$ cat config.mk
export PLATFORM = sky130hd
export DESIGN_NAME = riscv_mem_top
export DESIGN_NICKNAME = d
export VERILOG_FILES = /design/src/riscv_mem_pkg.sv /design/src/mem_req_if.sv /design/src/bram_port_adapter.sv /design/src/data_port_router.sv /design/src/riscv_mem_top.sv /design/src/run_control.sv
export SDC_FILE = /design/constraint.sdc
export NUM_CORES = 1
export LEC_CHECK = 0
export BUFFER_PORTS_ARGS = -buffer_cell sky130_fd_sc_hd__buf_2
export CORE_AREA = 2 2 172 174
export DETAILED_ROUTE_END_ITERATION = 10
export DIE_AREA = 0 0 174 176
export GPL_TIMING_DRIVEN = 0
export SYNTH_ARGS = -nofsm -noshare
export SYNTH_HDL_FRONTEND = slang
export SYNTH_SLANG_ARGS = --single-unit
$ cat constraint.sdc
create_clock -name clk -period 2.37 [get_ports clk]
set_input_delay 0.1185 -clock clk [delete_from_list [all_inputs] [get_ports clk]]
set_output_delay 0.1185 -clock clk [all_outputs]
set_load 0.05 [all_outputs]
$ cat src/riscv_mem_pkg.sv
package riscv_mem_pkg;

   // basic widths of the memory side
   localparam int WORD_W = 32;
   localparam int BE_W   = 4;

   typedef logic [WORD_W-1:0] word_t;
   typedef logic [BE_W-1:0]   be_t;

   // control word from the host
   // raw view feeds the edge detector, field view names the bits
   typedef union packed {
      word_t raw;
      struct packed {
         // reserved for later use
         logic [WORD_W-4:0] unused;
         // soft clear of the run state
         logic              clear;
         // kept free, not decoded
         logic              spare;
         // rising edge starts a run
         logic              start;
      } fields;
   } ctrl_word_u;

   // peripheral region begins here
   localparam word_t PERIPH_BASE_DEF = 32'h8000_0000;

   // a store of the success code here ends the program
   localparam word_t TOHOST_ADDR_DEF = 32'h8000_0000;

   // cycles from the finish store until stop
   localparam int unsigned DRAIN_CYCLES_DEF = 30;

endpackage

$ cat src/mem_req_if.sv
`timescale 1ns/10ps

interface mem_req_if;
   import riscv_mem_pkg::*;

   // requester side
   logic  req;
   word_t addr;
   logic  we;
   be_t   be;
   word_t wdata;

   // responder side
   logic  gnt;
   logic  rvalid;
   word_t rdata;

   // request holds until req and gnt meet in one cycle
   modport requester (
      output req, addr, we, be, wdata,
      input  gnt, rvalid, rdata
   );

   // read data comes one cycle after the accepted read
   modport responder (
      input  req, addr, we, be, wdata,
      output gnt, rvalid, rdata
   );

endinterface

$ cat src/bram_port_adapter.sv
`timescale 1ns/10ps

module bram_port_adapter (
   input  logic                  clk,
   input  logic                  reset,
   mem_req_if.responder          bus,
   output logic                  enb_o,
   output riscv_mem_pkg::be_t    web_o,
   output riscv_mem_pkg::word_t  addrb_o,
   output riscv_mem_pkg::word_t  dinb_o,
   input  logic                  rstb_busy_i,
   input  riscv_mem_pkg::word_t  doutb_i
);

   logic accept;
   logic rd_accept;
   logic rvalid_q;

   // busy BRAM holds the requester off
   assign bus.gnt   = ~rstb_busy_i;
   assign accept    = bus.req & bus.gnt;
   assign rd_accept = accept & ~bus.we;

   assign enb_o   = accept;
   assign web_o   = (accept && bus.we) ? bus.be : '0;
   // BRAM is addressed in words
   assign addrb_o = {2'b00, bus.addr[31:2]};
   assign dinb_o  = bus.wdata;

   // BRAM read latency is one cycle
   always_ff @(posedge clk) begin
      if (reset) begin
         rvalid_q <= 1'b0;
      end else begin
         rvalid_q <= rd_accept;
      end
   end

   assign bus.rvalid = rvalid_q;
   assign bus.rdata  = doutb_i;

   a_rvalid_after_read: assert property (
      @(posedge clk) disable iff (reset)
         bus.rvalid |-> $past(bus.req && bus.gnt && !bus.we)
   );

endmodule

$ cat src/data_port_router.sv
`timescale 1ns/10ps

module data_port_router #(
   parameter riscv_mem_pkg::word_t PERIPH_BASE = riscv_mem_pkg::PERIPH_BASE_DEF,
   parameter riscv_mem_pkg::word_t TOHOST_ADDR = riscv_mem_pkg::TOHOST_ADDR_DEF
) (
   input  logic                  clk,
   input  logic                  reset,
   input  logic                  run_en_i,
   input  logic                  req_i,
   input  riscv_mem_pkg::word_t  addr_i,
   input  logic                  we_i,
   input  riscv_mem_pkg::be_t    be_i,
   input  riscv_mem_pkg::word_t  wdata_i,
   input  riscv_mem_pkg::word_t  memory_offset_i,
   input  riscv_mem_pkg::word_t  success_code_i,
   output logic                  gnt_o,
   output logic                  rvalid_o,
   output riscv_mem_pkg::word_t  rdata_o,
   output logic                  finish_o,
   mem_req_if.requester          data_bus,
   mem_req_if.requester          periph_bus
);

   logic is_periph;
   logic req_gated;
   logic sel_gnt;
   logic accepted;
   logic rd_periph_q;

   assign is_periph = (addr_i >= PERIPH_BASE);
   // nothing leaves the core side unless the design runs
   assign req_gated = req_i & run_en_i;

   assign data_bus.req   = req_gated & ~is_periph;
   assign data_bus.addr  = addr_i - memory_offset_i;
   assign data_bus.we    = we_i;
   assign data_bus.be    = be_i;
   assign data_bus.wdata = wdata_i;

   assign periph_bus.req   = req_gated & is_periph;
   assign periph_bus.addr  = addr_i - PERIPH_BASE;
   assign periph_bus.we    = we_i;
   assign periph_bus.be    = be_i;
   assign periph_bus.wdata = wdata_i;

   assign sel_gnt  = is_periph ? periph_bus.gnt : data_bus.gnt;
   assign gnt_o    = run_en_i & sel_gnt;
   assign accepted = req_gated & sel_gnt;

   // target of the last accepted read steers the response
   always_ff @(posedge clk) begin
      if (reset) begin
         rd_periph_q <= 1'b0;
      end else if (accepted && !we_i) begin
         rd_periph_q <= is_periph;
      end
   end

   assign rvalid_o = rd_periph_q ? periph_bus.rvalid : data_bus.rvalid;
   assign rdata_o  = rd_periph_q ? periph_bus.rdata : data_bus.rdata;

   // success store to tohost ends the program
   assign finish_o = accepted & we_i & (addr_i == TOHOST_ADDR) &
                     (wdata_i == success_code_i);

   // a response only follows a read accepted in the cycle before
   a_rvalid_follows_read: assert property (
      @(posedge clk) disable iff (reset) rvalid_o |-> $past(accepted && !we_i)
   );

endmodule

$ cat src/riscv_mem_top.sv
`timescale 1ns/10ps

module riscv_mem_top #(
   parameter riscv_mem_pkg::word_t PERIPH_BASE  = riscv_mem_pkg::PERIPH_BASE_DEF,
   parameter riscv_mem_pkg::word_t TOHOST_ADDR  = riscv_mem_pkg::TOHOST_ADDR_DEF,
   parameter int unsigned          DRAIN_CYCLES = riscv_mem_pkg::DRAIN_CYCLES_DEF
) (
   input  logic                  clk,
   input  logic                  reset,

   // host control
   input  riscv_mem_pkg::word_t  control_i,
   input  riscv_mem_pkg::word_t  memory_offset_i,
   input  riscv_mem_pkg::word_t  success_code_i,

   // core-side load/store port
   input  logic                  req_i,
   input  riscv_mem_pkg::word_t  addr_i,
   input  logic                  we_i,
   input  riscv_mem_pkg::be_t    be_i,
   input  riscv_mem_pkg::word_t  wdata_i,
   output logic                  gnt_o,
   output logic                  rvalid_o,
   output riscv_mem_pkg::word_t  rdata_o,

   // run status
   output logic                  running_o,
   output logic                  stop_o,
   output riscv_mem_pkg::word_t  cycle_count_o,

   // data BRAM
   output logic                  data_mem_enb_o,
   output riscv_mem_pkg::be_t    data_mem_web_o,
   output riscv_mem_pkg::word_t  data_mem_addrb_o,
   output riscv_mem_pkg::word_t  data_mem_dinb_o,
   input  logic                  data_mem_rstb_busy_i,
   input  riscv_mem_pkg::word_t  data_mem_doutb_i,

   // peripheral BRAM
   output logic                  periph_mem_enb_o,
   output riscv_mem_pkg::be_t    periph_mem_web_o,
   output riscv_mem_pkg::word_t  periph_mem_addrb_o,
   output riscv_mem_pkg::word_t  periph_mem_dinb_o,
   input  logic                  periph_mem_rstb_busy_i,
   input  riscv_mem_pkg::word_t  periph_mem_doutb_i
);

   logic finish;

   mem_req_if data_bus ();
   mem_req_if periph_bus ();

   run_control #(
      .DRAIN_CYCLES (DRAIN_CYCLES)
   ) u_run_control (
      .clk           (clk),
      .reset         (reset),
      .control_i     (control_i),
      .finish_i      (finish),
      .running_o     (running_o),
      .stop_o        (stop_o),
      .cycle_count_o (cycle_count_o)
   );

   // requests only pass while the run flag is up
   data_port_router #(
      .PERIPH_BASE (PERIPH_BASE),
      .TOHOST_ADDR (TOHOST_ADDR)
   ) u_router (
      .clk             (clk),
      .reset           (reset),
      .run_en_i        (running_o),
      .req_i           (req_i),
      .addr_i          (addr_i),
      .we_i            (we_i),
      .be_i            (be_i),
      .wdata_i         (wdata_i),
      .memory_offset_i (memory_offset_i),
      .success_code_i  (success_code_i),
      .gnt_o           (gnt_o),
      .rvalid_o        (rvalid_o),
      .rdata_o         (rdata_o),
      .finish_o        (finish),
      .data_bus        (data_bus.requester),
      .periph_bus      (periph_bus.requester)
   );

   bram_port_adapter u_data_bram (
      .clk         (clk),
      .reset       (reset),
      .bus         (data_bus.responder),
      .enb_o       (data_mem_enb_o),
      .web_o       (data_mem_web_o),
      .addrb_o     (data_mem_addrb_o),
      .dinb_o      (data_mem_dinb_o),
      .rstb_busy_i (data_mem_rstb_busy_i),
      .doutb_i     (data_mem_doutb_i)
   );

   bram_port_adapter u_periph_bram (
      .clk         (clk),
      .reset       (reset),
      .bus         (periph_bus.responder),
      .enb_o       (periph_mem_enb_o),
      .web_o       (periph_mem_web_o),
      .addrb_o     (periph_mem_addrb_o),
      .dinb_o      (periph_mem_dinb_o),
      .rstb_busy_i (periph_mem_rstb_busy_i),
      .doutb_i     (periph_mem_doutb_i)
   );

endmodule

$ cat src/run_control.sv
`timescale 1ns/10ps

module run_control #(
   parameter int unsigned DRAIN_CYCLES = riscv_mem_pkg::DRAIN_CYCLES_DEF
) (
   input  logic                       clk,
   input  logic                       reset,
   input  riscv_mem_pkg::ctrl_word_u  control_i,
   input  logic                       finish_i,
   output logic                       running_o,
   output logic                       stop_o,
   output riscv_mem_pkg::word_t       cycle_count_o
);
   import riscv_mem_pkg::*;

   // wide enough to reach DRAIN_CYCLES
   localparam int CNT_W = $clog2(DRAIN_CYCLES + 1);

   word_t      ctrl_prev;
   ctrl_word_u rise_w;
   logic       start_pulse;
   logic       clear_pulse;

   logic       running_q;
   logic       stop_q;
   logic       finish_seen_q;
   logic [CNT_W-1:0] drain_q;
   logic [CNT_W-1:0] drain_next;
   logic       finish_event;
   logic       drain_active;
   word_t      count_q;

   // previous control word, only used for edges
   always_ff @(posedge clk) begin
      ctrl_prev <= control_i.raw;
   end

   assign rise_w.raw  = control_i.raw & ~ctrl_prev;
   assign start_pulse = rise_w.fields.start;
   assign clear_pulse = rise_w.fields.clear;

   // only the first finish opens the drain window
   assign finish_event = finish_i & ~finish_seen_q;
   assign drain_active = (finish_event | finish_seen_q) & ~stop_q;
   // cycles elapsed since finish, as seen at the next edge
   assign drain_next   = finish_event ? CNT_W'(1) : drain_q + 1'b1;

   always_ff @(posedge clk) begin
      if (reset || clear_pulse) begin
         running_q     <= 1'b0;
         stop_q        <= 1'b0;
         finish_seen_q <= 1'b0;
         drain_q       <= '0;
         count_q       <= '0;
      end else begin
         // a stopped run needs a clear before it can start again
         if (start_pulse && !stop_q) begin
            running_q <= 1'b1;
            count_q   <= '0;
         end else if (running_q) begin
            count_q <= count_q + 1'b1;
         end
         if (drain_active) begin
            finish_seen_q <= 1'b1;
            drain_q       <= drain_next;
            if (drain_next == CNT_W'(DRAIN_CYCLES)) begin
               stop_q    <= 1'b1;
               running_q <= 1'b0;
            end
         end
      end
   end

   assign running_o     = running_q;
   assign stop_o        = stop_q;
   assign cycle_count_o = count_q;

   // a stopped design never runs
   a_stop_excludes_run: assert property (
      @(posedge clk) disable iff (reset) !(stop_o && running_o)
   );

endmodule

==> impl_metrics.toml <==
[layout]
layout.cells.non_filler = 1414
postLayoutCellArea_um2 = 7980
nets = 1294
final_core_util_pct = 27.9
drive_above_1_share_pct = 58.8
n_fill_cell = 3168
syn2layout_area_growth_pct = 65.5
top_library_cells_by_usage_in_the_layout_fill_and_taps_aside = "389 x sky130_fd_sc_hd__buf_2, 107 x sky130_fd_sc_hd__buf_4, 54 x sky130_fd_sc_hd__nor2_1"
layout.cells.most_common = "sky130_fd_sc_hd__buf_2"

[grt]
grt_max_degree = 15
grt_pass1_wl_um = 28100
grt_antenna_before_repair = 1
overflow = 0
gr-usage-all-layers_pct = 11.2
first_global_vias = 5300

[clock_network]
h-tree-depth = 2
ctsRootBufferMaster = "sky130_fd_sc_hd__clkbuf_16"
insertion_delay_ps = 290
max-clock-path-buffers = 2
clock-sinks = 45
clock_tree_from_tritoncts = "yes"
numCtsBuffers = 5
path_clk_slew_ps = 60

[pwr]
sw_power_mw = 1.68
power-per-cell-area_nw_per_um2 = 449
clockPowerShare_pct = 19.9
ir_worst_vdd_mv = 0.339
cell_internal_pwr_mw = 1.90
pwr-share-seq_pct = 21.3
combinationalPowerShare_pct = 58.8
static-leakage-power_nw = 4.11
netSwitchingFraction_pct = 46.9

[place]
dpl.cell_count = 1395
placed_cell_area_um2 = 7420
port_buffer_count = 405
post-place-ws_ps = -880
place.detailed.hpwl_um = 16500
place.gp.congestion = 0.904

[die]
die_outline_width_um = 174
initial_core_utilization_pct = 16.9
ios = 440
die-area_um2 = 30600
core_region_area_um2 = 28500
rows = 62
fp.dieH_um = 176

[route]
first_iter_violations = 240
drt.antenna.violating_nets = 0
post_drt_wl_per_cell_um = 13.5
vias_per_cell = 3.92
drc = 0
drt-total-wl_um = 19100
drtPass1Iterations = 4
number_of_vias_after_detailed_routing = 5545

[worst_setup_path]
timing.reg2reg.worst_path_depth = 9
critical_path_arrival_ps = 2240
timing.critical_path.from_type = "input port"
cp.required_ps = 2250
setup.worst_path.class = "input port to output port"
largest_fanout_on_the_critical_path = 5
critical_path.endpoint_type = "output port"

[synthesis]
synthDistinctLibCells = 50
synth_cells = 603
synthesized_flop_and_latch_total = 45
synth_area_per_cell_um2 = 7.99
mappedNetlistArea_um2 = 4820
ys.warnings.count = 0
async_flop_share_pct = 0
synthFlopType = "sky130_fd_sc_hd__dfxtp_1"
portion_of_the_post_synthesis_area_used_by_sequential_elements_pct = 18.7
synth_edf_count = 0

[sta]
fin_worst_skew_ps = 8.27
total_neg_setup_slack_ps = 0
tightest_slew_ps = 626
relSlewSlack_pct = 58.3
max_clock_freq_mhz = 424
final.min_clock_period_ps = 2360
rsz0062_at_grt = "true"
finalWorstSetupSlack_ps = 13.7
final_max_slew_viol_count = 0
final.period_utilization_pct = 99.4
setup_violations = 0
finalHoldViolations = 0

[min_path]
worstHoldPathCells = 2
hp-class = "input port to flop"

[outcome]
run_status = "complete, no violations"

[run]
cap_viol_max_count = 0
## synth_stat cells (6+ instances only)
library cell               instances  area share (%)
sky130_fd_sc_hd__and3_1           18             2.3
sky130_fd_sc_hd__xnor2_1          40             7.3
sky130_fd_sc_hd__nor2_1           57             4.4
sky130_fd_sc_hd__o21ai_0          10             1.0
sky130_fd_sc_hd__inv_1            37             2.9
sky130_fd_sc_hd__nand3_1          14             1.5
sky130_fd_sc_hd__o21a_1            6            0.93
sky130_fd_sc_hd__mux2_2           33             7.7
sky130_fd_sc_hd__ha_1             32             8.3
sky130_fd_sc_hd__nand4_1          16             2.1
sky130_fd_sc_hd__a21o_1           16             2.5
sky130_fd_sc_hd__a21oi_1          24             2.5
sky130_fd_sc_hd__nand2_1          27             2.1
sky130_fd_sc_hd__xor2_1           47             8.5
sky130_fd_sc_hd__nor4_1           13             1.7
sky130_fd_sc_hd__nor3_1            7            0.73
sky130_fd_sc_hd__dfxtp_1          45              19
sky130_fd_sc_hd__clkbuf_1          9            0.70
sky130_fd_sc_hd__buf_4            98              15
## power by group through the flow
stage	registers (mW)	clock network [mW]	logic [mW]
after CTS	0.762	0.729	2.07
final	0.762	0.713	2.10
after global routing	0.762	0.766	2.21
after detailed placement	0.779	0	1.97
after global placement	0.779	0	1.96
after floorplan	0.784	0	1.43
## through the flow
| stage | power (mW) | hold slack (ps) |
|---|---|---|
| 2_1_floorplan | 2.21 | 146 |
| 3_3_place_gp | 2.74 | 239 |
| 3_5_place_dp | 2.75 | 250 |
| 4_1_cts | 3.56 | 38.2 |
| 5_1_grt | 3.74 | 42.2 |
| 6_report | 3.58 | 38.9 |
## area by class of cell
class	instances	area (um2)	share of cell area, %
multi-input combinational	415	3320	41.7
inverter	37	141	1.77
sequential	45	901	11.3
clock inverter	2	13.8	0.173
tap	384	480	6.02
clock buffer	6	139	1.74
timing repair buffer	415	2200	27.5
antenna	1	2.50	0.0314
buffer	109	779	9.77
## state kept, by name, summed over array words and instances (netlist names)
| signal | count |
|---|---|
| u_run_control.stop_o | 1 |
| u_run_control.cycle_count_o | 32 |
| u_router.rd_periph_q | 1 |
| u_run_control.drain_q | 5 |
| u_run_control.finish_seen_q | 1 |
| u_run_control.ctrl_prev | 2 |
| u_periph_bram.bus.rvalid | 1 |
| u_data_bram.bus.rvalid | 1 |
| u_run_control.running_o | 1 |
## worst max-delay path, cell delays in order
cell,delay [ps]
sky130_fd_sc_hd__buf_8,110
sky130_fd_sc_hd__ha_4,250
sky130_fd_sc_hd__a21o_1,230
sky130_fd_sc_hd__a221oi_4,260
sky130_fd_sc_hd__o21a_1,230
sky130_fd_sc_hd__o21a_4,190
sky130_fd_sc_hd__o31a_4,160
sky130_fd_sc_hd__o2111ai_4,160
sky130_fd_sc_hd__a21oi_2,210
sky130_fd_sc_hd__xnor2_2,140
sky130_fd_sc_hd__buf_6,180
## cell families after synthesis
group	Yosys count	synth area share [%]
compound gates	79	11.4
xor+xnor	87	15.8
fa+ha+maj	32	8.31
buf+inv	146	19.0
flops	45	18.7
mux	34	7.92
other cells	1	0.0778
simple gates	179	18.7
## repair_timing
item                                    4_1_cts  5_1_grt
gates resized for setup                      44       23
hold endpoints to repair                      2        0
hold buffers                                  2        0
pin swaps                                    22       20
endpoints found under the setup margin       21       16
cloned                                        0        0
setup buffers                                 6        2
## per-layer routing
| metal | part of all wire, % | up-vias | global-route usage [%] |
|---|---|---|---|
| met4 | 0.59 | 0 | 1.58 |
| met2 | 50 | 177 | 19.9 |
| met1 | 45 | 2545 | 14.6 |
| met3 | 5.1 | 15 | 1.87 |
| met5 | 0 | - | 0 |
| li1 | - | 2808 | - |
## path summary, 6_finish.rpt
path                                         start  slack (ps)                                      endpoint
max                                      addr_i[8]          10                          data_mem_addrb_o[24]
min                                          reset          40             u_router.rd_periph_q$_SDFFE_PP0P_
max reg2reg     u_run_control.running_o$_SDFF_PP0_         260  u_run_control.cycle_count_o[29]$_SDFFE_PP0P_
min reg2reg  u_run_control.drain_q[1]$_SDFFE_PP0P_         490         u_run_control.drain_q[1]$_SDFFE_PP0P_
(Power assumes the default switching activity.)
